[src/source/dcache_pkg.sv]
package dcache_pkg;

    // data path is fixed at one 32-bit word.
    typedef logic [31:0] word_t;

    // bit n enables byte n of the word.
    typedef logic [3:0] wmask_t;

    // word address of which only the low ADDR_W bits are live.
    typedef logic [15:0] addr_t;

    // two banks interleaved on address bit 0.
    localparam int NUM_BANKS = 2;

    // memory controller request with full-word writes.
    typedef struct packed {
        logic  we;
        addr_t addr;
        word_t wdata;
    } fill_req_t;

    // core load/store side.
    typedef struct packed {
        logic   we;
        wmask_t wmask;
        addr_t  addr;
        word_t  wdata;
    } core_req_t;

    // one bank access with addr as the index inside the bank.
    typedef struct packed {
        logic   ce;
        logic   we;
        wmask_t wmask;
        addr_t  addr;
        word_t  wdata;
    } bank_req_t;

    typedef enum logic {
        CLIENT_FILL = 1'b0,
        CLIENT_CORE = 1'b1
    } client_e;

    // who read a bank in the previous cycle.
    typedef struct packed {
        logic    rd;
        client_e client;
    } owner_t;

endpackage
[src/source/cache_bank.sv]
`timescale 1ns/1ps

module cache_bank #(
    parameter int ADDR_W = 8
) (
    input  logic                  clk,
    input  dcache_pkg::bank_req_t access,
    output dcache_pkg::word_t     rdata
);

    localparam int DEPTH = 2 ** (ADDR_W - 1);

    dcache_pkg::word_t mem [DEPTH];

    logic [ADDR_W-2:0] idx;

    assign idx = access.addr[ADDR_W-2:0]; // bank index with bit 0 already stripped.

    always_ff @(posedge clk) begin
        if (access.ce) begin
            if (access.we) begin
                // only enabled bytes change.
                for (int i = 0; i < 4; i++) begin
                    if (access.wmask[i]) begin
                        mem[idx][8*i +: 8] <= access.wdata[8*i +: 8];
                    end
                end
            end else begin
                rdata <= mem[idx]; // ready one edge later.
            end
        end
    end

endmodule

[config.mk]
export PLATFORM = sky130hd
export DESIGN_NAME = cache_bank
export DESIGN_NICKNAME = d
export VERILOG_FILES = /design/src/source/dcache_pkg.sv /design/src/source/cache_bank.sv
export SDC_FILE = /design/constraint.sdc
export NUM_CORES = 2
export LEC_CHECK = 0
export BUFFER_PORTS_ARGS = -buffer_cell sky130_fd_sc_hd__buf_2
export CAP_MARGIN = 30
export CORE_MARGIN = 5
export CORE_UTILIZATION = 45
export DETAILED_ROUTE_END_ITERATION = 8
export RECOVER_POWER = 100
export SYNTH_ARGS = -nofsm -noshare
export SYNTH_HDL_FRONTEND = slang
export SYNTH_SLANG_ARGS = --single-unit
export TNS_END_PERCENT = 10
[constraint.sdc]
create_clock -name clk -period 8.2 [get_ports clk]
set_clock_uncertainty 0.2 [all_clocks]
set_input_delay 0.82 -clock clk [delete_from_list [all_inputs] [get_ports clk]]
set_output_delay 0.82 -clock clk [all_outputs]
set_load 0.01 [all_outputs]
Word level (Yosys, flattened, before mapping)
Memory sizes are Yosys's and may differ from the RTL's. A register that Yosys moved wholly into a read port is not among the register bits.
Index checks and enable logic that the tools add are counted.
{"block": "totals", "register_bits": 0, "latchBits": 0, "ramBits": 4096, "mem_bits_ro": 0, "input_bits": 55, "output_inout_bits": 32, "wordCells": 19, "mem_count": 1}
{"block": "classes", "add_sub_neg": 0, "mul": 0, "n_div": 0, "magnitude_cmp": 0, "n_eq_ne": 0, "shift": 0, "muxes": 16, "n_bitwise": 1, "reduce_logical": 1}
{"memory": "mem", "words": 128, "width": 32, "rd": 1, "rd_ports_with_merged_regs": 1, "wr": 1, "line": "cache_bank.sv:13", "text": "dcache_pkg::word_t mem [DEPTH];"}
{"cell": "two-way mux 1 bit", "count": 16}
{"cell": "AND reduction 2 bit", "count": 1}
{"cell": "NOT 1 bit", "count": 1}

Logic depth before layout (Yosys ltp)
{"block": "logic_depth", "ltp_word": 4, "mapped_depth": 13, "mapped_depth_nobuf": 7}

Least setup slack after synthesis
No wires, ideal clock.
{"block": "synth_timing", "path_type": "input to register", "startpoint": "input port access[33] (netlist name)", "endpoint": "memory mem[88][0] (netlist name), enable pin", "setup_ps": 370, "arrival_ps": 2834, "t_required_ps": 7630, "path_slack_ps": 4796, "cell_stages": 10, "path_buffers": 6, "cell_sequence": "buf_2 -> or2_2 -> clkbuf_2 -> nor2_1 -> buf_2 -> buf_2 -> buf_2 -> buf_2 -> nand2_1 -> nor2_1"}
{"item": "start, declared", "line": "cache_bank.sv:7", "text": "input dcache_pkg::bank_req_t access,"}
{"item": "end, declared", "line": "cache_bank.sv:13"}
No word-level cell before the write port.

Worst setup path after layout
{"block": "layout_timing", "startpoint": "input port access[37] (netlist name)", "endpoint": "memory mem[83][9] (netlist name), enable pin"}
No word-level cell before the write port.

==> results.sh <==
export IMPL_final_cells=15000
export IMPL_root_buffer="clkbuf_16"
export IMPL_worst_setup_path_type="primary input to flip-flop"
export IMPL_drc=0
export IMPL_slew_violations=4212
export IMPL_synth_simple_area_share=0.0404
export IMPL_maxSlewHeadroom=-2.05
export IMPL_outcome="finished with violations"
export IMPL_die_y_um=606
export IMPL_reg2reg_from="mem[38][5]"
export IMPL_post_drt_wl_per_cell_um=38.2
export IMPL_synth_top_family_by_area="compound AO/OA/AOI/OAI gates"
export IMPL_cp_max_fo=13
export IMPL_synth_compound_area_share=0.120
export IMPL_maxCapViolations=73
export IMPL_wl_mm=573
export IMPL_antenna_found_initial=70
export IMPL_tritoncts="built"
export IMPL_cp_startpoint="access[37]"
export IMPL_synth_xor_area_share=0
export IMPL_rsz0062_at_grt="no"
export IMPL_port_buffers=77
export IMPL_leakagePower_nw=55.0
export IMPL_period_needed_ps=6880
export IMPL_synth_nets=9830
export IMPL_core_mm2=0.353
export IMPL_synthArstFlopShare=0
export IMPL_final_nets=9915
export IMPL_grt_pass1_vias=94200
export IMPL_dp_cells=14100
export IMPL_ioPinCount=87
export IMPL_design_area_mm2=0.179
export IMPL_synth_seq_cells=4128
export IMPL_yosysUniqueCellTypes=67
export IMPL_fin_crit_sh=0.839
export IMPL_place_hpwl_mm=355
export IMPL_placed_cell_area_mm2=0.166
export IMPL_antenna_left=0
export IMPL_rows=218
export IMPL_cp_slowest_cell="clkbuf_1"
export IMPL_postLayoutCoreUtil=0.506
export IMPL_syn_area_mm2=0.160
export IMPL_die_w_um=606
export IMPL_path_cells="buf_2, inv_1, clkbuf_1, nand2_1, nor2_1, nand2_1, nor2_1"
export IMPL_setup_tns_ps=0
export IMPL_synthCells=9775
export IMPL_syn_avg_cell_area_um2=16.4
export IMPL_overflow=0
export IMPL_numCtsBuffers=407
export IMPL_required_ps=8580
export IMPL_ys_seq_area_frac=0.775
export IMPL_violations="capacitance limit, slew limit"
export IMPL_slowest_delay_ps=1610
export IMPL_arrival_ps=7260
export IMPL_vias=101000
export IMPL_worst_setup_path_end_kind="flip-flop"
export IMPL_multiInputGateArea_mm2=0.0327
export IMPL_grt_pass1_wl_mm=780
export IMPL_synthFlopType="edfxtp_1"
export IMPL_synth_adder_area_share=0
export IMPL_drive_gt1_frac=0.109
export IMPL_num_fill_cells=28900
export IMPL_grt_usage=0.304
export IMPL_drt_iter0_markers=16500
export IMPL_hold_slack_ps=471
export IMPL_cts_setup_buffers=0
export IMPL_hold_start="access[11]"
export IMPL_avgViaCountPerCell=6.73
export IMPL_max_freq_ghz=0.145
export IMPL_cts_sinks=4128
export IMPL_critPathLaunchType="primary input"
export IMPL_worst_slew_pin_slew_ps=4580
export IMPL_ctsResizeCount=0
export IMPL_start_util=0.453
export IMPL_clockBufferDepth=4
export IMPL_powerDensity_mw_per_mm2=247
export IMPL_final_common_cell="edfxtp_1"
export IMPL_final_cell_mix="edfxtp_1 (4128), nor2_1 (872), a21oi_1 (617)"
export IMPL_hold_buffers=0
export IMPL_clk_pin_slew_ps=70
export IMPL_vdd_ir_drop_max_mv=0.198
export IMPL_place_gp_congestion=0.914
export IMPL_hold_class="primary input to flip-flop"
export IMPL_synth_mux_area_frac=0.0431
export IMPL_regArea_mm2=0.124
export IMPL_synth_edff_count=4128
export IMPL_finalHoldViolations=0
export IMPL_setup_viol=0
export IMPL_yosysWarnings=0
export IMPL_dr_pass1_iters=8
export IMPL_die_area_mm2=0.367
export IMPL_areaGrowthSynthToFinish_pct=11.8
export IMPL_htreeDepth=5
export IMPL_grt_max_degree=117
export IMPL_clk_latency_ps=1000
==> registers in the layout, indices dropped and copies added, names as in the netlist <==
register  count
rdata        32
mem        4096
==> synthesized netlist by cell type, drive strengths merged (12+ instances only) <==
master / count / area share
clkbuf: 381 / 0.0090
a221oi: 613 / 0.034
nor2: 882 / 0.021
mux2: 181 / 0.013
nor2b: 34 / 0.0013
a211o: 12 / 0.00066
a222oi: 26 / 0.0016
o31ai: 24 / 0.0011
mux4: 66 / 0.0093
a32oi: 22 / 0.0012
nor4: 12 / 0.00047
and3: 23 / 0.00090
a22o: 59 / 0.0032
or3: 18 / 0.00070
o21ai: 363 / 0.011
o2bb2ai: 31 / 0.0017
nand3: 51 / 0.0016
o211ai: 31 / 0.0015
o311ai: 24 / 0.0013
o2111ai: 13 / 0.00071
nand4: 31 / 0.0012
a22oi: 488 / 0.023
o22ai: 131 / 0.0051
o221ai: 76 / 0.0042
buf: 386 / 0.013
nand3b: 19 / 0.00089
nor3: 45 / 0.0014
a21oi: 617 / 0.019
a311oi: 12 / 0.00066
mux2i: 336 / 0.021
a211oi: 40 / 0.0019
edfxtp: 4128 / 0.78
a221o: 35 / 0.0022
a31oi: 43 / 0.0017
nand2: 420 / 0.0099
==> worst paths after layout <==
check | endpoint | cells past startpoint | slack (ps)
hold / removal | mem[100][11] | 1 | 470
setup reg to reg | rdata[5] | 5 | 4440
setup / recovery | mem[83][9] | 7 | 1320
hold reg to reg | rdata[20] | 4 | 620
==> area by class of cell <==
cell class              instances  share of cell area
diodes                         56            0.000784
clock buffers                 501              0.0595
clock inverters               242              0.0116
inverters                       5            0.000217
multi-input cells            4875               0.183
flip-flops and latches       4128               0.693
well taps                    4730              0.0331
repair buffers                443              0.0185
==> logic make-up (layout without fill, tap and decap cells) <==
logic type / count (synthesis) / in the layout
DFF: 4128 / 4128
AOI/OAI and AO/OA: 2727 / 2727
and+or+nand+nor: 1565 / 1565
buffers and inverters: 772 / 1191
muxes: 583 / 583
other: 0 / 56
==> through the flow <==
stage | power [mW] | worst slack, ps
6_report | 44.2 | 1320
3_5_place_dp | 26.4 | 2480
4_1_cts | 44.1 | 3530
5_1_grt | 45.2 | 1780
2_1_floorplan | 24.9 | 4800
3_3_place_gp | 26.3 | 2470
==> power by group <==
part	switching, mW	internal [mW]
sequential	0.0305	23.3
clock	8.04	10.1
combinational	2.11	0.622
==> worst max-delay path: cells and delay by family <==
family        cells  cell delay, ps
simple gates      4            4460
buf+inv           3            1940
==> layer usage <==
metal  track usage  up-vias  routed length, um
met1         0.409    51500             207000
met3        0.0929     1457              78600
met4         0.165       64              36000
li1              -    39900                  -
met5             0        -                497
met2         0.444     7835             250000
(Power assumes the default switching activity.)
