### config.mk
export PLATFORM = sky130hd
export DESIGN_NAME = bank_arbiter
export DESIGN_NICKNAME = d
export VERILOG_FILES = /design/src/source/dcache_pkg.sv /design/src/source/bank_arbiter.sv
export SDC_FILE = /design/constraint.sdc
export NUM_CORES = 1
export LEC_CHECK = 0
export BUFFER_PORTS_ARGS = -buffer_cell sky130_fd_sc_hd__buf_2
export CORE_AREA = 3 3 84 86
export CTS_CLUSTER_SIZE = 16
export DETAILED_ROUTE_END_ITERATION = 10
export DIE_AREA = 0 0 87 89
export GPL_TIMING_DRIVEN = 1
export MAX_ROUTING_LAYER = met4
export PLACE_DENSITY = 0.74
export SLEW_MARGIN = 40
export SYNTH_ARGS = -nofsm -noshare
export SYNTH_HDL_FRONTEND = slang
export SYNTH_SLANG_ARGS = --single-unit
export TNS_END_PERCENT = 1
### constraint.sdc
create_clock -name clk -period 3 [get_ports clk]
set_clock_uncertainty 0.1 [all_clocks]
set_input_delay 0.6 -clock clk [delete_from_list [all_inputs] [get_ports clk]]
set_output_delay 0.6 -clock clk [all_outputs]
set_load 0.05 [all_outputs]
### src/source/dcache_pkg.sv
package dcache_pkg;

    // data path is fixed at one 32-bit word.
    typedef logic [31:0] word_t;

    // bit n enables byte n of the word.
    typedef logic [3:0] wmask_t;

    // word address of which only the low ADDR_W bits are live.
    typedef logic [15:0] addr_t;

    // two banks interleaved on address bit 0.
    localparam int NUM_BANKS = 2;

    // memory controller request with full-word writes.
    typedef struct packed {
        logic  we;
        addr_t addr;
        word_t wdata;
    } fill_req_t;

    // core load/store side.
    typedef struct packed {
        logic   we;
        wmask_t wmask;
        addr_t  addr;
        word_t  wdata;
    } core_req_t;

    // one bank access with addr as the index inside the bank.
    typedef struct packed {
        logic   ce;
        logic   we;
        wmask_t wmask;
        addr_t  addr;
        word_t  wdata;
    } bank_req_t;

    typedef enum logic {
        CLIENT_FILL = 1'b0,
        CLIENT_CORE = 1'b1
    } client_e;

    // who read a bank in the previous cycle.
    typedef struct packed {
        logic    rd;
        client_e client;
    } owner_t;

endpackage
### src/source/bank_arbiter.sv
`timescale 1ns/1ps

module bank_arbiter #(
    parameter int ADDR_W = 8
) (
    input  logic                                          clk,
    input  logic                                          rst,
    input  logic                                          fill_pending,
    input  dcache_pkg::fill_req_t                         fill_held,
    input  logic                                          core_pending,
    input  dcache_pkg::core_req_t                         core_held,
    output logic                                          fill_done,
    output logic                                          core_done,
    output dcache_pkg::bank_req_t                         bank0,
    output dcache_pkg::bank_req_t                         bank1,
    output dcache_pkg::owner_t [dcache_pkg::NUM_BANKS-1:0] owner_q
);

    dcache_pkg::bank_req_t fill_norm;
    dcache_pkg::bank_req_t core_norm;
    dcache_pkg::bank_req_t bank_sel [dcache_pkg::NUM_BANKS];
    dcache_pkg::client_e   bank_owner [dcache_pkg::NUM_BANKS];

    logic fill_bank;
    logic core_bank;
    logic conflict;

    // normalize both clients to the bank access format.
    always_comb begin
        fill_norm.ce    = fill_pending;
        fill_norm.we    = fill_held.we;
        fill_norm.wmask = '1; // fill always writes the whole word.
        fill_norm.addr  = dcache_pkg::addr_t'(fill_held.addr[ADDR_W-1:1]);
        fill_norm.wdata = fill_held.wdata;

        core_norm.ce    = core_pending;
        core_norm.we    = core_held.we;
        core_norm.wmask = core_held.wmask;
        core_norm.addr  = dcache_pkg::addr_t'(core_held.addr[ADDR_W-1:1]);
        core_norm.wdata = core_held.wdata;
    end

    assign fill_bank = fill_held.addr[0];
    assign core_bank = core_held.addr[0];

    // core waits when both want the same bank.
    assign conflict  = fill_pending && core_pending && (fill_bank == core_bank);

    assign fill_done = fill_pending;
    assign core_done = core_pending && !conflict;

    always_comb begin
        for (int b = 0; b < dcache_pkg::NUM_BANKS; b++) begin
            bank_sel[b]   = '0;
            bank_owner[b] = dcache_pkg::CLIENT_FILL;
            if (fill_pending && fill_bank == 1'(b)) begin
                bank_sel[b]   = fill_norm;
                bank_owner[b] = dcache_pkg::CLIENT_FILL;
            end else if (core_pending && core_bank == 1'(b)) begin
                bank_sel[b]   = core_norm;
                bank_owner[b] = dcache_pkg::CLIENT_CORE;
            end
        end
    end

    assign bank0 = bank_sel[0];
    assign bank1 = bank_sel[1];

    // remember the reader of each bank for the return stage.
    always_ff @(posedge clk) begin
        if (rst) begin
            owner_q <= '0;
        end else begin
            for (int b = 0; b < dcache_pkg::NUM_BANKS; b++) begin
                owner_q[b].rd     <= bank_sel[b].ce && !bank_sel[b].we;
                owner_q[b].client <= bank_owner[b];
            end
        end
    end

endmodule

Word-level counts from Yosys, hierarchy flattened:

Cells that the tools add are included.

* equality and inequality tests: 1
* mux-type cells: 6
* bitwise gates (word level): 2
* reduce and logical (&&, ||, !) cells: 14

Operators by type and width (count)
* $mux 54: 4
* $logic_and 1x1->1: 9
* $reduce_or 2->1: 2
* $logic_not 1->1: 3
* $mux 1: 2
* $not 1->1: 2
* $eq 1x1->1: 1

* register bits after elaboration: 4
* input port bits: 106
* output and inout bits: 114
* word-level logic and storage cells: 27

Depth between registers and ports, before layout:

Gate-level depths: netlist of run 1.

* depth after elaboration: 6
* gate-level depth with buffers: 4
* depth with buffers taken out: 2

Least setup slack after synthesis of run 1:

Ideal clock, no wire load.

* kind: input port to output port
* start point: in fill_held[32] (netlist name)
* end point: out bank1[26] (netlist name)
* arrival time: 2.296 ns
* data required time: 2.300 ns
* slack: 0.004 ns
* cell stages on the path: 4
* buffers on the path: 2
* path through: and2_1 > buf_4 > buf_2 > o31ai_1

RTL lines
* from (decl): line bank_arbiter.sv:9 `input dcache_pkg::fill_req_t fill_held,`
* to (decl): line bank_arbiter.sv:15 `output dcache_pkg::bank_req_t bank1,`

==> impl_results.md, run 1 <==
- Mapped cell area: 0.002009 mm²
- Synth area leaders: o31ai_2 (24%), o31ai_1 (16%), nand3b_1 (15%), nand3_1 (10%), buf_4 (9.3%)
- Clock Tree Root: clkbuf_8
- RSZ-0062 raised after global routing: no
- Die width: approximately 87 µm
- Initial antenna violation count: 0
- Static leakage: between 1.5 and 2 nW
- Critical Path RT: 2.30 ns
- Setup Buffers After CTS: 0
- Class of the tightest hold or removal check: primary input to register
- Final hold violation count: 0
- 1st-pass router iterations: 4
- Initial core utilization: between 30% and 40%
- CP arrival: about 1.9 ns
- Comb pwr share: about four fifths
- Cell-internal power: between 0.0003 and 0.0004 W
- Max H-tree Level: 1
- Multi-input logic area: between 0.0015 and 0.002 mm²
- Crit. End Element: output port
- Via density: roughly 5.2
- Post-route DRC: 0
- Dominant synthesized flop cell: dfxtp_1
- Final setup fails: 0
- Final Max Tran Viols: 0
- Clk buf depth: 2
- CTS resizes: 0
- Synthesis Warnings: 0
- Max reg flops: 4
- Max_cap viols: 0
- Row Count: 29
- Post-Synthesis Cells: between 200 and 300
- Synth-to-Final Area Change: 45.33%
- Vias in the first global route: between 2,000 and 3,000
- Switch share: between 60 and 70%
- DR iter-0 viols: approximately 150
- Crit path max fanout: 48
- Run status: complete, no violations
- Detailed placement HPWL: around 5700 µm
- # port buffers: 185
- Vias: between 2,000 and 3,000
- Hold endpoint: owner_q[3]$_SDFF_PP0_
- Part of the power in registers: 6.3%
- Post-synth top area share: 23.66%
- Crit Path Class: primary input to output port
- Core ar.: about 0.0063 mm²
- Largest Register: owner_q
- Setup TNS: 0 ns
- Antenna-violating nets left: 0
- CTS clock-pin slew for the worst setup and hold paths: roughly 0.030 ns
- FF+latch count, synth: 4
- Clock sink count: 4
- Inserted Clock Buffers: 3
- Post-synthesis cell type count: 23
- Avg WL per Cell: around 15 µm
- FMAX: a little under 400 MHz
- Startpoint types: primary input
- FF/Latch Area: between 80 and 90 µm²
- Seq/Total Area, Yosys: 3.985%
- Total congestion overflow: 0
- Layout cells sized above 1: ~54%
- # diodes: 0
- Tmin final: roughly 2.6 ns
- I/O pin cnt: 220
- Fillcell total: 642
- Area leader, netlist: o31ai_2
- Peak supply drop: between 0.3 and 0.4 mV
- Aggregate global-route resource usage: between 10% and 20%
- Global-route wire length before repair: around 11,000 µm
- CTS tree: done
- Final wirelength: 7552 µm
- Asr flop ratio synth: 0%
- Sw power: just under 0.0006 W
- Fin crit share: between 80% and 90%
- Hold Path Origin: core_held[52]
- PwrDens: 309.1 mW/mm²
- Hold_buf cts: 0
- Top Registers: owner_q x4
- Total Power: between 0.0009 and 0.001 W
- Number of synthesized flops with an enable pin: 0
- Hold path depth: 2
- WHS: roughly 0.51 ns
- Nets: 551
- Die ar.: around 0.0077 mm²
- Clock Power Share: roughly an eighth
- Synth Area per Inst: slightly above 7 µm²
- Largest net degree at the start of global routing: 49
- Die H: roughly 89 µm
- GPL Wtd Cong: approximately 0.77
==> Yosys cell counts, drive strengths merged (2+ instances only) <==
library cell  number
a21o               4
clkbuf            18
nor2b              2
nand3             40
a31o               4
inv               40
buf               38
o41ai              2
nor3               2
dfxtp              4
nand3b            40
nand2b             3
o31ai             80
==> stage by stage <==
step                      setup slack [ns]  instances  util, %  cell area (µm²)
after global routing                0.3491        520    45.99             2920
final                               0.4240        520    45.99             2920
after global placement              0.4632        517    45.34             2879
after floorplan                   0.004395        300        -             2073
after detailed placement            0.4333        517    45.34             2879
after CTS                           0.4241        520    45.99             2920
==> worst max path at each step <==
stage / from / depth (start not counted) / slack (ns) / to
5_1_grt: fill_held[32] / 5 / 0.35 / bank1[24]
6_report: fill_held[32] / 5 / 0.42 / bank1[31]
2_1_floorplan: fill_held[32] / 4 / 0.004 / bank1[26]
3_3_place_gp: fill_held[32] / 5 / 0.46 / bank1[31]
3_5_place_dp: fill_held[32] / 5 / 0.43 / bank1[31]
4_1_cts: fill_held[32] / 5 / 0.42 / bank1[31]
==> power groups by stage <==
stage / clock, W / sequential (W) / combinational (W)
3_3_place_gp: 0 / 0.0000569 / 0.000724
3_5_place_dp: 0 / 0.0000572 / 0.000733
6_report: 0.000114 / 0.0000564 / 0.000732
4_1_cts: 0.000117 / 0.0000565 / 0.000734
5_1_grt: 0.000122 / 0.0000566 / 0.000773
2_1_floorplan: 0 / 0.0000651 / 0.000564
==> placed cells by master, fill, tap and decap left out, types with 3 or more instances in the layout <==
cell / netlist / final
conb_1: 1 / 18
clkbuf_8: 0 / 3
dfxtp_1: 4 / 4
a21o_1: 4 / 4
nand3b_1: 40 / 40
inv_1: 40 / 40
buf_4: 25 / 10
o31ai_1: 42 / 42
buf_2: 12 / 185
nand3_1: 40 / 40
a31o_1: 4 / 4
o31ai_2: 38 / 38
==> layout make-up <==
type                       instances  area share, %
clock buffer                       3          1.414
inverter                          40          5.141
multi-input combinational        200          52.44
sequential                         4          2.742
tap                               77          3.299
timing repair buffer             196          34.96
==> logic make-up (layout without fill, tap and decap cells) <==
logic type / Yosys count / count (layout) / share of synthesized area [%]
AOI/OAI and AO/OA: 91 / 91 / 43.77
DFF: 4 / 4 / 3.985
and+or+nand+nor: 91 / 91 / 28.52
other: 1 / 18 / 0.1866
buffers and inverters: 96 / 239 / 23.54
==> critical path, cell delays in order <==
cell,delay (ns)
buf_2,0.20
and2_2,0.25
buf_12,0.18
o31ai_1,0.29
buf_2,0.31
==> routing by layer <==
metal | up-vias | share of wire, % | wire length, µm | GRT usage [%]
li1 | 1329 | - | - | -
met1 | 1260 | 39 | 2957 | 19.66
met2 | 122 | 52 | 3951 | 35.47
met3 | 9 | 7.5 | 564 | 1.843
met4 | 0 | 1.0 | 78 | 5.666
met5 | - | 0 | 0 | -
(Power assumes the default switching activity.)
==> run 2, diff against run 1 <==
==> constraint.sdc (replaced) <==
create_clock -name clk -period 3 [get_ports clk]
set_clock_uncertainty 0.1 [all_clocks]
set_input_delay 0.75 -clock clk [delete_from_list [all_inputs] [get_ports clk]]
set_output_delay 0.75 -clock clk [all_outputs]
set_load 0.05 [all_outputs]
==> run 2 against run 1 <==
Clock power is essentially flat. Via count increased by 1.7%. Non-clock buffer count rose by 1. Critical path depth unchanged. Cell count rose by 0.19%. Worst setup slack worse by 0.20 ns. Sequential power barely moved. Routed wire length increased by 1.1%.
==> impl_results.md, run 2 (synthesized netlist as in run 1, its figures left out) <==
- Run status: complete, no violations
- Layout cells sized above 1: 54.28% (+0.10 points)
- Critical Path RT: 2.15 ns (-0.15 ns)
- Crit path max fanout: 26 (-46%)
- Multi-input logic area: 0.001531 mm² (unchanged)
- Largest Register: owner_q
- Final setup fails: 0 (unchanged)
- Initial antenna violation count: 0 (unchanged)
- Min setup slack post-route: 0.2242 ns (-0.1998 ns)
- Hold_buf cts: 0 (unchanged)
- Aggregate global-route resource usage: 18.16% (-0.26 points)
- Fillcell total: 663 (+3.3%)
- Final Max Tran Viols: 0 (unchanged)
- Setup TNS: 0 ns (unchanged)
- Slowest CP cell: buf_2
- Final wirelength: 7638 µm (+1.1%)
- Top Registers: owner_q x4
- Most frequent CP cell: buf_2
- Fin crit share: 92.53% (+6.7 points)
- CTS resizes: 0 (unchanged)
- Initial core utilization: 31.65% (unchanged)
- Peak supply drop: 0.2398 mV (-23%)
- Total Power: 0.0009133 W (+1.2%)
- Crit-path leading delay family: buffers and inverters
- CTS clock-pin slew for the worst setup and hold paths: 0.03 ns (about the same)
- Core ar.: 0.006350 mm² (unchanged)
- Commonest cells after routing, fill and taps aside: buf_2 (185), o31ai_1 (42), inv_1 (40), nand3_1 (40), nand3b_1 (40)
- CP peak stage delay: 0.31 ns (about the same)
- Final hold violation count: 0 (unchanged)
- Detailed placement HPWL: 5737 µm (+0.77%)
- Inserted Clock Buffers: 3 (unchanged)
- Via density: 5.309 (+1.5%)
- Crit Path Class: primary input to output port
- Total congestion overflow: 0 (unchanged)
- Setup Buffers After CTS: 0 (unchanged)
- GPL Wtd Cong: 0.7421 (-3.7%)
- Largest net degree at the start of global routing: 49 (unchanged)
- Die ar.: 0.007743 mm² (unchanged)
- Startpoint types: primary input
- Max reg flops: 4 (unchanged)
- Class of the tightest hold or removal check: primary input to register
- Die H: 89 µm (unchanged)
- Clock Tree Root: clkbuf_8
- # port buffers: 185 (unchanged)
- Row Count: 29 (unchanged)
- Synth-to-Final Area Change: 47.57%
- Max H-tree Level: 1 (unchanged)
- 1st-pass router iterations: 4 (unchanged)
- PwrDens: 308.0 mW/mm² (-0.36%)
- Vias in the first global route: 2,572 (+1.1%)
- CP Buf/Inv Count: 3 (unchanged)
- Avg WL per Cell: 14.66 µm (+0.94%)
- Crit. End Element: output port
- FF/Latch Area: 80.08 µm² (unchanged)
- I/O pin cnt: 220 (unchanged)
- Max_cap viols: 0 (unchanged)
- Antenna-violating nets left: 0 (unchanged)
- Post-route DRC: 0 (unchanged)
- Tmin final: 2.776 ns (+0.1998 ns)
- Most common cell after layout, fill and taps aside: buf_2
- Clk buf depth: 2 (unchanged)
- CTS tree: done
- Clock sink count: 4 (unchanged)
- RSZ-0062 raised after global routing: no
- Cells along the critical path: buf_2 -> nand2b_2 -> buf_4 -> o31ai_2 -> buf_2
- Vias: 2,766 (+1.7%)
- Die width: 87 µm (unchanged)
- Setup Slack @ Placement: 0.2320 ns (-0.2012 ns)
- Nets: 552 (+0.18%)
- # diodes: 0 (unchanged)
- FMAX: 360.3 MHz (-7.2%)
- Static leakage: 1.645 nW (+1.1%)
- Global-route wire length before repair: 11,410 µm (-0.48%)
- DR iter-0 viols: 123 (-20%)
- CP arrival: 1.93 ns (+0.05 ns)
-- run 2: changes by cell type in the layout (fill, tap and decap cells not counted) --
cell    before  now
buf_12       1    4
buf_4       10    8
-- run 2: area by class of cell --
class / count / area share (%)
multi-input combinational: 200 / 51.65
timing repair buffer: 197 / 35.95
tap: 77 / 3.249
sequential: 4 / 2.700
clock buffer: 3 / 1.392
inverter: 40 / 5.063
-- run 2: through the flow --
step / instance area (µm²) / util (%) / hold slack [ns] / instances
after floorplan: 2073 / - / 0.7293 / 300
after global placement: 2924 / 46.05 / 0.8801 / 518
after detailed placement: 2924 / 46.05 / 0.8842 / 518
after CTS: 2965 / 46.70 / 0.6526 / 521
after global routing: 2965 / 46.70 / 0.6630 / 521
final: 2965 / 46.70 / 0.6625 / 521
-- run 2: layer usage --
layer	global-route usage (%)	share of wire (%)	up-vias
met5	-	0	-
met4	4.958	0.63	0
met3	2.673	8.1	6
met2	35.20	54	147
met1	18.94	37	1286
li1	-	-	1327
-- run 2: where the power goes --
| part | total (W) | switching (W) | internal, W |
|---|---|---|---|
| Combinational | 0.000740 | 0.000555 | 0.000185 |
| Sequential | 0.0000563 | 0.000000505 | 0.0000558 |
| Clock | 0.000117 | 0.0000307 | 0.0000858 |
-- run 2: worst paths after layout --
kind | start | end | slack [ns] | cells after the start
setup / recovery | core_held[32] | bank0[20] | 0.22 | 5
hold / removal | core_held[52] | owner_q[1]$_SDFF_PP0_ | 0.66 | 2
