**config.mk**
```make
export PLATFORM = sky130hd
export DESIGN_NAME = req_port
export DESIGN_NICKNAME = d
export VERILOG_FILES = /design/src/source/dcache_pkg.sv /design/src/source/req_port.sv
export SDC_FILE = /design/constraint.sdc
export NUM_CORES = 1
export LEC_CHECK = 0
export BUFFER_PORTS_ARGS = -buffer_cell sky130_fd_sc_hd__buf_4
export CAP_MARGIN = 20
export CORE_MARGIN = 8
export CORE_UTILIZATION = 25
export DETAILED_ROUTE_END_ITERATION = 6
export PLACE_DENSITY = 0.64
export SETUP_SLACK_MARGIN = 0.3
export SLEW_MARGIN = 20
export SYNTH_ARGS = -nofsm -noshare
export SYNTH_HDL_FRONTEND = slang
export SYNTH_SLANG_ARGS = --single-unit
```
**constraint.sdc**
```tcl
create_clock -name clk -period 8.13 [get_ports clk]
set_input_delay 0.813 -clock clk [delete_from_list [all_inputs] [get_ports clk]]
set_output_delay 0.813 -clock clk [all_outputs]
set_load 0.02 [all_outputs]
```
**src/source/dcache_pkg.sv**
```systemverilog
package dcache_pkg;

    // data path is fixed at one 32-bit word.
    typedef logic [31:0] word_t;

    // bit n enables byte n of the word.
    typedef logic [3:0] wmask_t;

    // word address of which only the low ADDR_W bits are live.
    typedef logic [15:0] addr_t;

    // two banks interleaved on address bit 0.
    localparam int NUM_BANKS = 2;

    // memory controller request with full-word writes.
    typedef struct packed {
        logic  we;
        addr_t addr;
        word_t wdata;
    } fill_req_t;

    // core load/store side.
    typedef struct packed {
        logic   we;
        wmask_t wmask;
        addr_t  addr;
        word_t  wdata;
    } core_req_t;

    // one bank access with addr as the index inside the bank.
    typedef struct packed {
        logic   ce;
        logic   we;
        wmask_t wmask;
        addr_t  addr;
        word_t  wdata;
    } bank_req_t;

    typedef enum logic {
        CLIENT_FILL = 1'b0,
        CLIENT_CORE = 1'b1
    } client_e;

    // who read a bank in the previous cycle.
    typedef struct packed {
        logic    rd;
        client_e client;
    } owner_t;

endpackage
```
**src/source/req_port.sv**
```systemverilog
`timescale 1ns/1ps

module req_port #(
    parameter type PAYLOAD_T = dcache_pkg::core_req_t
) (
    input  logic              clk,
    input  logic              rst,
    input  logic              req,
    input  PAYLOAD_T          payload,
    output logic              ack,
    output dcache_pkg::word_t rdata,
    output logic              pending,
    output PAYLOAD_T          held,
    input  logic              done,
    input  logic              ret_valid,
    input  dcache_pkg::word_t ret_word
);

    typedef enum logic [2:0] {
        S_IDLE,
        S_PEND,
        S_DATA,
        S_ACK,
        S_WAIT_LOW
    } state_e;

    state_e state;

    assign pending = (state == S_PEND);

    always_ff @(posedge clk) begin
        if (rst) begin
            state <= S_IDLE;
            ack   <= 1'b0;
        end else begin
            case (state)
                S_IDLE: begin
                    if (req) begin
                        state <= S_PEND;
                    end
                end
                S_PEND: begin
                    if (done) state <= S_DATA; // granted this cycle.
                end
                S_DATA: begin
                    // bank output is valid now for a read.
                    if (held.we || ret_valid) begin
                        state <= S_ACK;
                        ack   <= 1'b1;
                    end
                end
                S_ACK: begin
                    if (!req) begin
                        state <= S_IDLE;
                        ack   <= 1'b0;
                    end else begin
                        state <= S_WAIT_LOW;
                    end
                end
                S_WAIT_LOW: begin
                    if (!req) begin
                        state <= S_IDLE;
                        ack   <= 1'b0;
                    end
                end
                default: state <= S_IDLE;
            endcase
        end
    end

    // captured payload and returned read word.
    always_ff @(posedge clk) begin
        if (state == S_IDLE && req) held <= payload;
        if (state == S_DATA && !held.we && ret_valid) rdata <= ret_word;
    end

endmodule

```
## Word level (Yosys, flattened, before mapping)

Index checks and enable logic that the tools add are counted.

- Mux-type cells: 9
- Reductions and logical operators: 10
- Eq/ne operators: 9

Operators with widths:

| kind | number |
|---|---|
| 3-bit 2-to-1 mux | 5 |
| 3-bit one-hot mux with 5 select lines | 1 |
| 2-bit inequality test, second input constant | 4 |
| 3-bit by 2-bit equality test with 1-bit output, second input constant | 2 |
| 4-bit AND reduction | 1 |
| 3-bit by 1-bit equality test with 1-bit output, second input constant | 1 |
| 3-bit equality test, second input constant | 1 |
| 1-bit logical AND | 3 |
| 3-bit logical NOT | 1 |
| 3-bit AND reduction | 1 |
| 1-bit 2-to-1 mux | 2 |
| 2-bit by 1-bit inequality test with 1-bit output, second input constant | 1 |
| 1-bit one-hot mux with 2 select lines | 1 |
| 2-bit nonzero test | 1 |
| 2-bit OR reduction | 1 |
| 1-bit logical NOT | 1 |
| 1-bit logical OR | 1 |

- Register bits after elaboration: 89
- Bits of input ports: 90
- Word-level logic and storage cells: 35
- Output and inout bits: 87

## Longest topological paths before layout

Gate-level depths: netlist of run 1.

- Word-level depth: 4
- Depth in mapped cells: 4
- Depth with buffers taken out: 3

## Worst setup path before layout of run 1

OpenSTA, ideal clock, no wires.

- Path type: input to register
- Start: in req
- End: reg held[0] (netlist bit), enable pin
- Path buffers: 0
- Cell stages on the path: 1
- Arrival time: 6211 ps
- Data required time: 7516 ps
- Setup slack: 1306 ps
- Library setup time: 614 ps
- Cells stage by stage: nor4b_1

- Word-level cells in the longest chain between the ends: 1

RTL lines:

| what | RTL line | source |
|---|---|---|
| start, declared | req_port.sv:8 | `input logic req,` |
| 1-bit logical AND | req_port.sv:73 | `if (state == S_IDLE && req) held <= payload;` |
| end signal, assigned | req_port.sv:73 |  |
| end, declared | req_port.sv:13 | `output PAYLOAD_T held,` |

Every way passes these cells.
A chain may end at the register's enable or synchronous reset.

## Worst setup path after layout of run 1

- Start: reg state[1]
- End: out pending

- Word-level cells in the longest chain between the ends: 1

RTL lines:

| what | RTL line | source |
|---|---|---|
| start, declared | req_port.sv:27 | `state_e state;` |
| start signal, assigned | req_port.sv:33 | `state <= S_IDLE;` |
| start signal, assigned | req_port.sv:39 | `state <= S_PEND;` |
| start signal, assigned | req_port.sv:43 | `if (done) state <= S_DATA;` |
| 3-bit by 1-bit equality test with 1-bit output | req_port.sv:29 | `assign pending = (state == S_PEND);` |
| end, declared | req_port.sv:12 | `output logic pending,` |

Every way passes these cells.

==> flow_summary.ini, run 1 <==
[floorplanning]
io_pins = 177
placeableCoreArea_mm2 = 0.0109
initial_core_util = 0.258
die_height_um = 122
rows = 38
die_area_mm2 = 0.0149
floorplan.die.width_um = 122

[clock_network]
root_buffer = clkbuf_16
cts_buffer_depth = 2
cts-buffers-inserted = 9
cts_setup_buffers = 0
post_cts_resize_count = 0
worst_path_clk_slew_ps = 60
htree_num_levels = 3
cts_tree = yes
clock_latency_ps = 330
cts.hold.buffers_added = 0
cts.sinks = 89

[routing]
wirelength_um = 7520
dr.first_iter.drc_count = 83
remaining_drc_errors = 0
vias = 1796
ant_nets = 0
detail_route.wl_per_cell_um = 16.9
routed_via_density = 4.03
drt_pass1_iterations = 4

[grt]
groute.usage.overall = 0.100
grt_pass1_vias = 2047
globalRouteOverflowTotal = 0
grt_max_degree = 54
antenna_violations_before_repair = 0
grt_first_pass_wirelength_um = 11000

[critical_path]
critical_path_required_ps = 7320
critical_path.startpoint_type = flip-flop
critPathTopFamily = flip-flops
worstPathBufferInverterCount = 1
cp_cell_sequence = nand2b_1 > nor2_1 > buf_4
critical_path_peak_fanout = 10
critPathSlowestCell = dfxtp_1
worstSetupEndpointType = output port
worst_path_largest_cell_delay_ps = 490
critical_path_arrival_ps = 1220
criticalPathCategory = reg -> out

[logic_synthesis]
post_synth_inst_count = 115
synth_largest_area_cell = edfxtp_1
async_reset_ff_frac = 0
yosys.area.top_type_share = 0.905
netlist_top_cells_area = edfxtp_1 90%, dfxtp_1 2.8%, nor4b_4 0.84%, nor2_1 0.67%, buf_6 0.40%
synth_top_flop_cell = edfxtp_1
ys_seq_area_frac = 0.933
synthesis.area_mm2 = 0.00282
synthMostInstantiatedCell = edfxtp_1
mappedNetlistNets = 205
yosys.cell_types.count = 23
synth-edff-count = 85
postSynthRegisterBits = 89
syn-mean-instance-area_um2 = 24.5
yosys-top-cells-count = 85 x edfxtp_1, 5 x nor2_1, 4 x dfxtp_1
ys_warns = 0

[sta]
period_share = 0.250
unrepaired_setup_endpoints_after_global_routing = false
setup_viol_count_final = 0
final.min_clock_period_ps = 2030
totalNegativeSetupSlack_ps = 0
fin_skew_ps = 5.22
final-hold-violation-count = 0
max-slew-margin-rel = 0.551
fmax_mhz = 492
measured_slew_at_the_worst_slew_check_pin_ps = 674
timing.final.max_slew_violations = 0
hold-worst-slack_ps = 483

[layout]
layout-drive-gt1-share = 0.644
num-nets-final = 391
number_of_antenna_cells_inserted = 0
area_growth_pct = 64.8

[placed_design]
gpl.final_weighted_congestion = 0.774
port-buffer-count = 176
dpl_wire_length_um = 5900

[power]
vdd.ir_drop.worst_uv = 112
power.static_leakage_nw = 1.90
power_per_cell_area_mw_per_mm2 = 239

[run]
max_cap_violations = 0

[run_status]
outcome = complete, no violations

[hold_path]
worstHoldPathType = reg -> reg
[sequential cells by signal, summed over array words and instances, names as in the netlist]
| signal | count |
|---|---|
| ack | 1 |
| held | 53 |
| rdata | 32 |
| state | 3 |
[metal layers]
metal / vias to the layer above / global-route usage / wire length (µm)
li1: 829 / - / -
met1: 821 / 0.0972 / 2710
met2: 136 / 0.151 / 3210
met3: 10 / 0.0822 / 1470
met4: 0 / 0.0480 / 132
met5: - / 0 / 0
[power by group]
part	internal [mW]	switching, mW	total (mW)	leakage (nW)
Clock	0.299	0.160	0.458	0.160
Sequential	0.532	0.00887	0.541	0.827
Combinational	0.0564	0.0574	0.114	0.916
[through the flow]
stage | worst slack (ps) | power, mW | std cells | util | instance area, µm²
3_5_place_dp | 6030 | 0.667 | 430 | 0.395 | 4320
6_report | 6100 | 1.11 | 446 | 0.425 | 4650
5_1_grt | 5990 | 1.16 | 446 | 0.425 | 4650
4_1_cts | 6060 | 1.13 | 446 | 0.425 | 4650
3_3_place_gp | 6020 | 0.665 | 430 | 0.395 | 4320
2_1_floorplan | 1310 | 0.596 | 115 | - | 2820
[layout by cell type (no fill, tap or decap), drive strengths merged, types with 2 or more instances in the layout]
| master | count |
|---|---|
| nor2 | 5 |
| nor4b | 2 |
| clkbuf | 10 |
| nor3 | 2 |
| clkinv | 2 |
| a21oi | 2 |
| edfxtp | 85 |
| dfxtp | 4 |
| bufinv | 3 |
| buf | 178 |
[logic make-up (layout without fill, tap and decap cells)]
group | count (synthesis) | after routing | synth area share
flops | 89 | 89 | 0.933
buf+inv | 4 | 195 | 0.00975
simple gates | 15 | 15 | 0.0395
compound gates | 7 | 7 | 0.0177
[area by class of cell]
class	count	area, µm²
Sequential cell	89	2630
Clock inverter	6	106
Timing Repair Buffer	178	1340
Fill cell	992	6280
Inverter	1	3.75
Clock buffer	10	229
Tap cell	140	175
Multi-Input combinational cell	22	168
[worst reg2reg max path, stage by stage, from the launching register on]
cell and delay (ps):
dfxtp_1 430, nor4b_2 310, buf_4 560
[path summary, 6_finish.rpt]
check,endpoint,start,cells after the start,slack [ps]
worst max register to register,held[29],state[2],2,6400
worst min register to register,ack,ack,2,480
worst max-delay path,pending,state[1],3,6100
worst min-delay path,ack,ack,2,480
No activity file was read; power rests on OpenSTA's default activity.
==> run 2: changes to the inputs <==
--- a/config.mk
+++ b/config.mk
@@ -10,7 +10,7 @@
 export CORE_MARGIN = 8
 export CORE_UTILIZATION = 25
 export DETAILED_ROUTE_END_ITERATION = 6
-export PLACE_DENSITY = 0.64
+export PLACE_DENSITY = 0.66
 export SETUP_SLACK_MARGIN = 0.3
 export SLEW_MARGIN = 20
 export SYNTH_ARGS = -nofsm -noshare
==> constraint.sdc (replaced) <==
create_clock -name clk -period 1.77 [get_ports clk]
set_input_delay 0.177 -clock clk [delete_from_list [all_inputs] [get_ports clk]]
set_output_delay 0.177 -clock clk [all_outputs]
set_load 0.02 [all_outputs]
==> run 2 against run 1 <==
Compared with the run above: wire length is 12% higher; global-route usage is 0.62 points higher; register-to-register slack worse by 6000 ps; sequential share of layout area is 2.1 points lower; worst setup slack worse by 5700 ps; final area is 4.0% higher; critical path depth stayed put; hold slack worse by 470 ps; power grew to 4.6 times the previous value; combinational power grew to 5.2 times the previous value; sequential cell count stayed put; non-clock buffer count is 13 higher; largest cell class unchanged.
==> flow_summary.ini, run 2 (same netlist as run 1, synthesis figures left out) <==
[critical_path]
cp_cell_sequence = nor4b_4 > buf_4 > buf_6
ff2ff_setup_slack_ps = 350
criticalPathCategory = reg -> reg
critPathSlowestCell = dfxtp_2
worst_path_largest_cell_delay_ps = 400
worstSetupEndpointType = flip-flop
crit-reg2reg-capture = held[39]
critical_path_peak_fanout = 16
critical_path.startpoint_type = flip-flop
critical_path_required_ps = 1800
critical_path_arrival_ps = 1440
r2r.worst_path.cells = 3
timing.rr.start = state[2]

[placed_design]
gpl.final_weighted_congestion = 0.761
port-buffer-count = 176
place_area_mm2 = 0.00434
placed_cells = 430
dpl_wire_length_um = 6180

[hold_path]
holdPathStages = 1
worstHoldPathType = in -> reg
timing.hold.worst_endpoint = held[27]
worstHoldStart = payload[27]

[grt]
grt_max_degree = 38
groute.usage.overall = 0.106
antenna_violations_before_repair = 0
globalRouteOverflowTotal = 0
grt_first_pass_wirelength_um = 11700
grt_pass1_vias = 2078

[floorplanning]
die_area_mm2 = 0.0149
initial_core_util = 0.258
die_height_um = 122
floorplan.die.width_um = 122
rows = 38
placeableCoreArea_mm2 = 0.0109
io_pins = 177

[layout]
layout_common_cells = 177 x buf_4, 85 x edfxtp_1, 11 x dlygate4sd3_1, 10 x clkbuf_16, 4 x nor2_1
n_fill_cell = 1014
layout_top_registers = held: 53 flops, rdata: 32 flops, state: 3 flops
fin_area_mm2 = 0.00484
fin_util = 0.442
most_frequent_standard_cell_in_the_layout_excluding_fill_and_tap_cells = buf_4
regMostFlops = held
seq_area_mm2 = 0.00264
area_growth_pct = 71.4
multi_input_area_um2 = 208
final_instance_count_without_filler_cells = 461
number_of_antenna_cells_inserted = 0
num-nets-final = 406
largest_register_ffs = 53
layout-drive-gt1-share = 0.645

[sta]
fin_skew_ps = 3.66
fmax_mhz = 706
timing.final.max_slew_violations = 0
setup_viol_count_final = 0
max-slew-margin-rel = 0.821
period_share = 0.800
hold-worst-slack_ps = 17.5
final-hold-violation-count = 0
unrepaired_setup_endpoints_after_global_routing = true
final.min_clock_period_ps = 1420
measured_slew_at_the_worst_slew_check_pin_ps = 269

[power]
power_per_cell_area_mw_per_mm2 = 1050
vdd.ir_drop.worst_uv = 441
p_sw_frac = 0.216
power.static_leakage_nw = 1.98
p_int_mw = 3.99
pwr-share-clk = 0.396
share_comb_of_total_power = 0.116
power_frac_seq = 0.488
switchingPower_mw = 1.10

[clock_network]
clock_latency_ps = 330
cts.sinks = 89
worst_path_clk_slew_ps = 60
root_buffer = clkbuf_16
cts_tree = yes
htree_num_levels = 3
cts_buffer_depth = 2
cts-buffers-inserted = 9

[routing]
ant_nets = 0
drt_pass1_iterations = 3
detail_route.wl_per_cell_um = 18.3
routed_via_density = 4.07
wirelength_um = 8420
remaining_drc_errors = 0
dr.first_iter.drc_count = 93
vias = 1878

[run_status]
outcome = complete, no violations

[run]
max_cap_violations = 0
## run 2: through the flow
stage | worst slack, ps | setup TNS, ps | total power [mW]
2_1_floorplan | -885 | -46890 | 2.73
3_3_place_gp | 195 | 0 | 3.07
3_5_place_dp | 133 | 0 | 3.08
4_1_cts | 298 | 0 | 5.15
5_1_grt | 288 | 0 | 5.28
6_report | 354 | 0 | 5.09
## run 2: timing repair
| item | CTS | global route |
|---|---|---|
| endpoints found under the hold margin | 6 | 5 |
| hold buffers | 6 | 5 |
| gates resized for setup | 5 | 2 |
| endpoints found under the setup margin | 48 | 70 |
| pin swaps | 2 | 1 |
| setup buffers | 0 | 1 |
| gates cloned | 2 | 1 |
## run 2: final cells by class
class                   count  share of cell area
clock buffers              10              0.0473
multi-input cells          24              0.0429
well taps                 140              0.0362
flip-flops and latches     89               0.545
clock inverters             6              0.0186
inverters                   1            0.000776
repair buffers            191               0.309
## run 2: worst max path at each step
| stage | start | end | slack [ps] | depth (start not counted) |
|---|---|---|---|---|
| floorplan | state[1] | held[0] | -880 | 2 |
| global placement | state[1] | rdata[25] | 200 | 2 |
| detailed placement | state[1] | rdata[5] | 130 | 2 |
| CTS | state[0] | pending | 300 | 3 |
| global route | held[52] | rdata[7] | 290 | 2 |
| finish | state[2] | held[39] | 350 | 3 |
## run 2: power by group through the flow
stage | clock [mW] | combinational [mW] | sequential, mW
2_1_floorplan | 0 | 0.0845 | 2.65
3_3_place_gp | 0 | 0.544 | 2.52
3_5_place_dp | 0 | 0.552 | 2.53
4_1_cts | 2.09 | 0.575 | 2.49
5_1_grt | 2.16 | 0.625 | 2.50
6_report | 2.02 | 0.588 | 2.49
## run 2: routing by layer
| metal | share of wire | wire length, µm | GRT usage |
|---|---|---|---|
| met1 | 0.36 | 3070 | 0.109 |
| met2 | 0.48 | 4000 | 0.170 |
| met3 | 0.14 | 1200 | 0.0602 |
| met4 | 0.017 | 142 | 0.0571 |
| met5 | 0 | 0 | 0 |
## run 2: critical path, delay by kind of cell, from the launching register on
kind,cells,cell delay [ps]
flip-flops,1,400
AND/OR/NAND/NOR,1,290
buffers and inverters,2,420
==> run 3: changes to the inputs <==
==> constraint.sdc (replaced) <==
create_clock -name clk -period 1.2 [get_ports clk]
set_input_delay 0.12 -clock clk [delete_from_list [all_inputs] [get_ports clk]]
set_output_delay 0.12 -clock clk [all_outputs]
set_load 0.02 [all_outputs]
==> run 3 against run 2 <==
Compared with the run above: the run now ends with setup timing left; non-clock buffer count increased by 89; via count increased by 19%; sequential share of layout area decreased by 11 points; count of clock-buffer cells in the layout decreased by 1; hold slack improved by 24 ps; final cell count increased by 19%; wire length increased by 15%; combinational power increased by 120%; first-iteration DRC count increased by 7.5%; die area unchanged.
==> flow_summary.ini, run 3 (same netlist as run 1, synthesis figures left out) <==
[layout]
area_growth_pct = 117
num-nets-final = 493
number_of_antenna_cells_inserted = 0
layout_common_cells = 94 x buf_4, 94 x buf_6, 86 x dlygate4sd3_1, 85 x edfxtp_1, 10 x clkbuf_16
regMostFlops = held
largest_register_ffs = 53
layout-drive-gt1-share = 0.554
fin_util = 0.560
layout_top_registers = held: 53 flops, rdata: 32 flops, state: 3 flops

[run_status]
violations = setup timing
outcome = finished with violations

[floorplanning]
rows = 38
initial_core_util = 0.258
die_height_um = 122
die_area_mm2 = 0.0149
floorplan.die.width_um = 122
io_pins = 177
placeableCoreArea_mm2 = 0.0109

[critical_path]
worst_path_largest_cell_delay_ps = 360
ff2ff_setup_slack_ps = -110
critical_path_required_ps = 1240
worstSetupEndpointType = flip-flop
critPathSlowestCell = dfxtp_4
cp_cell_sequence = nor4b_4 > buf_6 > buf_12
critical_path_peak_fanout = 14
criticalPathCategory = reg -> reg
critical_path.startpoint_type = flip-flop
critical_path_arrival_ps = 1360

[sta]
timing.final.max_slew_violations = 0
fmax_mhz = 761
unrepaired_setup_endpoints_after_global_routing = true
hold-worst-slack_ps = 41.6
measured_slew_at_the_worst_slew_check_pin_ps = 257
period_share = 1.10
max-slew-margin-rel = 0.827
setup_viol_count_final = 86
final-hold-violation-count = 0
final.min_clock_period_ps = 1310
fin_skew_ps = 8.02
timing.final.ws_setup_ps = -115

[routing]
wirelength_um = 9690
detail_route.wl_per_cell_um = 17.7
vias = 2232
drt_pass1_iterations = 4
remaining_drc_errors = 0
ant_nets = 0
routed_via_density = 4.07
dr.first_iter.drc_count = 100

[placed_design]
gpl.final_weighted_congestion = 0.674
worst_setup_slack_before_clock_tree_synthesis_ps = -139
port-buffer-count = 176
dpl_wire_length_um = 5910

[power]
power_per_cell_area_mw_per_mm2 = 1300
p_int_mw = 6.18
share_comb_of_total_power = 0.160
pwr-share-clk = 0.377
power_frac_seq = 0.463
p_sw_frac = 0.222
switchingPower_mw = 1.77
power.static_leakage_nw = 2.49
total_power_mw = 7.95
vdd.ir_drop.worst_uv = 812

[grt]
grt_first_pass_wirelength_um = 14100
antenna_violations_before_repair = 0
grt_max_degree = 33
globalRouteOverflowTotal = 0
grt_pass1_vias = 2534
groute.usage.overall = 0.125

[clock_network]
worst_path_clk_slew_ps = 60
cts.sinks = 89
cts_tree = yes
cts-buffers-inserted = 9
cts_buffer_depth = 2
root_buffer = clkbuf_16
clock_latency_ps = 330
htree_num_levels = 3

[run]
max_cap_violations = 0

[hold_path]
worstHoldPathType = in -> reg
## run 3: layer usage
metal	track usage	share of wire	vias to the layer above
li1	-	-	1037
met1	0.136	0.38	1048
met2	0.202	0.48	135
met5	0	0	-
met4	0.0533	0.014	0
met3	0.0661	0.12	12
## run 3: worst paths after layout
check           start        to  cells after the start
min               rst       ack                      3
min reg2reg       ack       ack                      3
max reg2reg  state[1]  held[33]                      3
max          state[1]  held[33]                      3
## run 3: stage by stage
step / cells / instance area (µm²) / TNS, ps
4_1_cts: 544 / 6040 / -8830
5_1_grt: 548 / 6120 / -11830
3_3_place_gp: 435 / 4390 / -9360
2_1_floorplan: 115 / 2850 / -82930
6_report: 548 / 6120 / -7960
3_5_place_dp: 435 / 4390 / -10900
## run 3: worst max-delay path: cells and delay by family, from the launching register on
family | cells | cell delay (ps)
buffers and inverters | 2 | 350
flip-flops | 1 | 360
AND/OR/NAND/NOR | 1 | 320
## run 3: power by group through the flow
stage / combinational (mW) / clock (mW) / sequential [mW]
6_report: 1.27 / 3.00 / 3.68
3_5_place_dp: 0.836 / 0 / 3.72
3_3_place_gp: 0.825 / 0 / 3.71
2_1_floorplan: 0.125 / 0 / 3.91
5_1_grt: 1.34 / 3.21 / 3.69
4_1_cts: 1.25 / 3.06 / 3.68
## run 3: cell type report
cell class | count | area [µm²]
Clock inverter | 7 | 93.8
Fill cell | 829 | 4820
Multi-Input combinational cell | 22 | 216
Inverter | 1 | 3.75
Clock buffer | 9 | 225
Sequential cell | 89 | 2650
Timing Repair Buffer | 280 | 2760
Tap cell | 140 | 175
## run 3: timing repair
item                                   4_1_cts  5_1_grt
setup endpoints to repair                  176      176
cloned                                       3        1
buffers inserted                             4        3
pin swaps                                    3        6
hold buffers                                86        0
gates resized for setup                    104        8
endpoints found under the hold margin       88        0
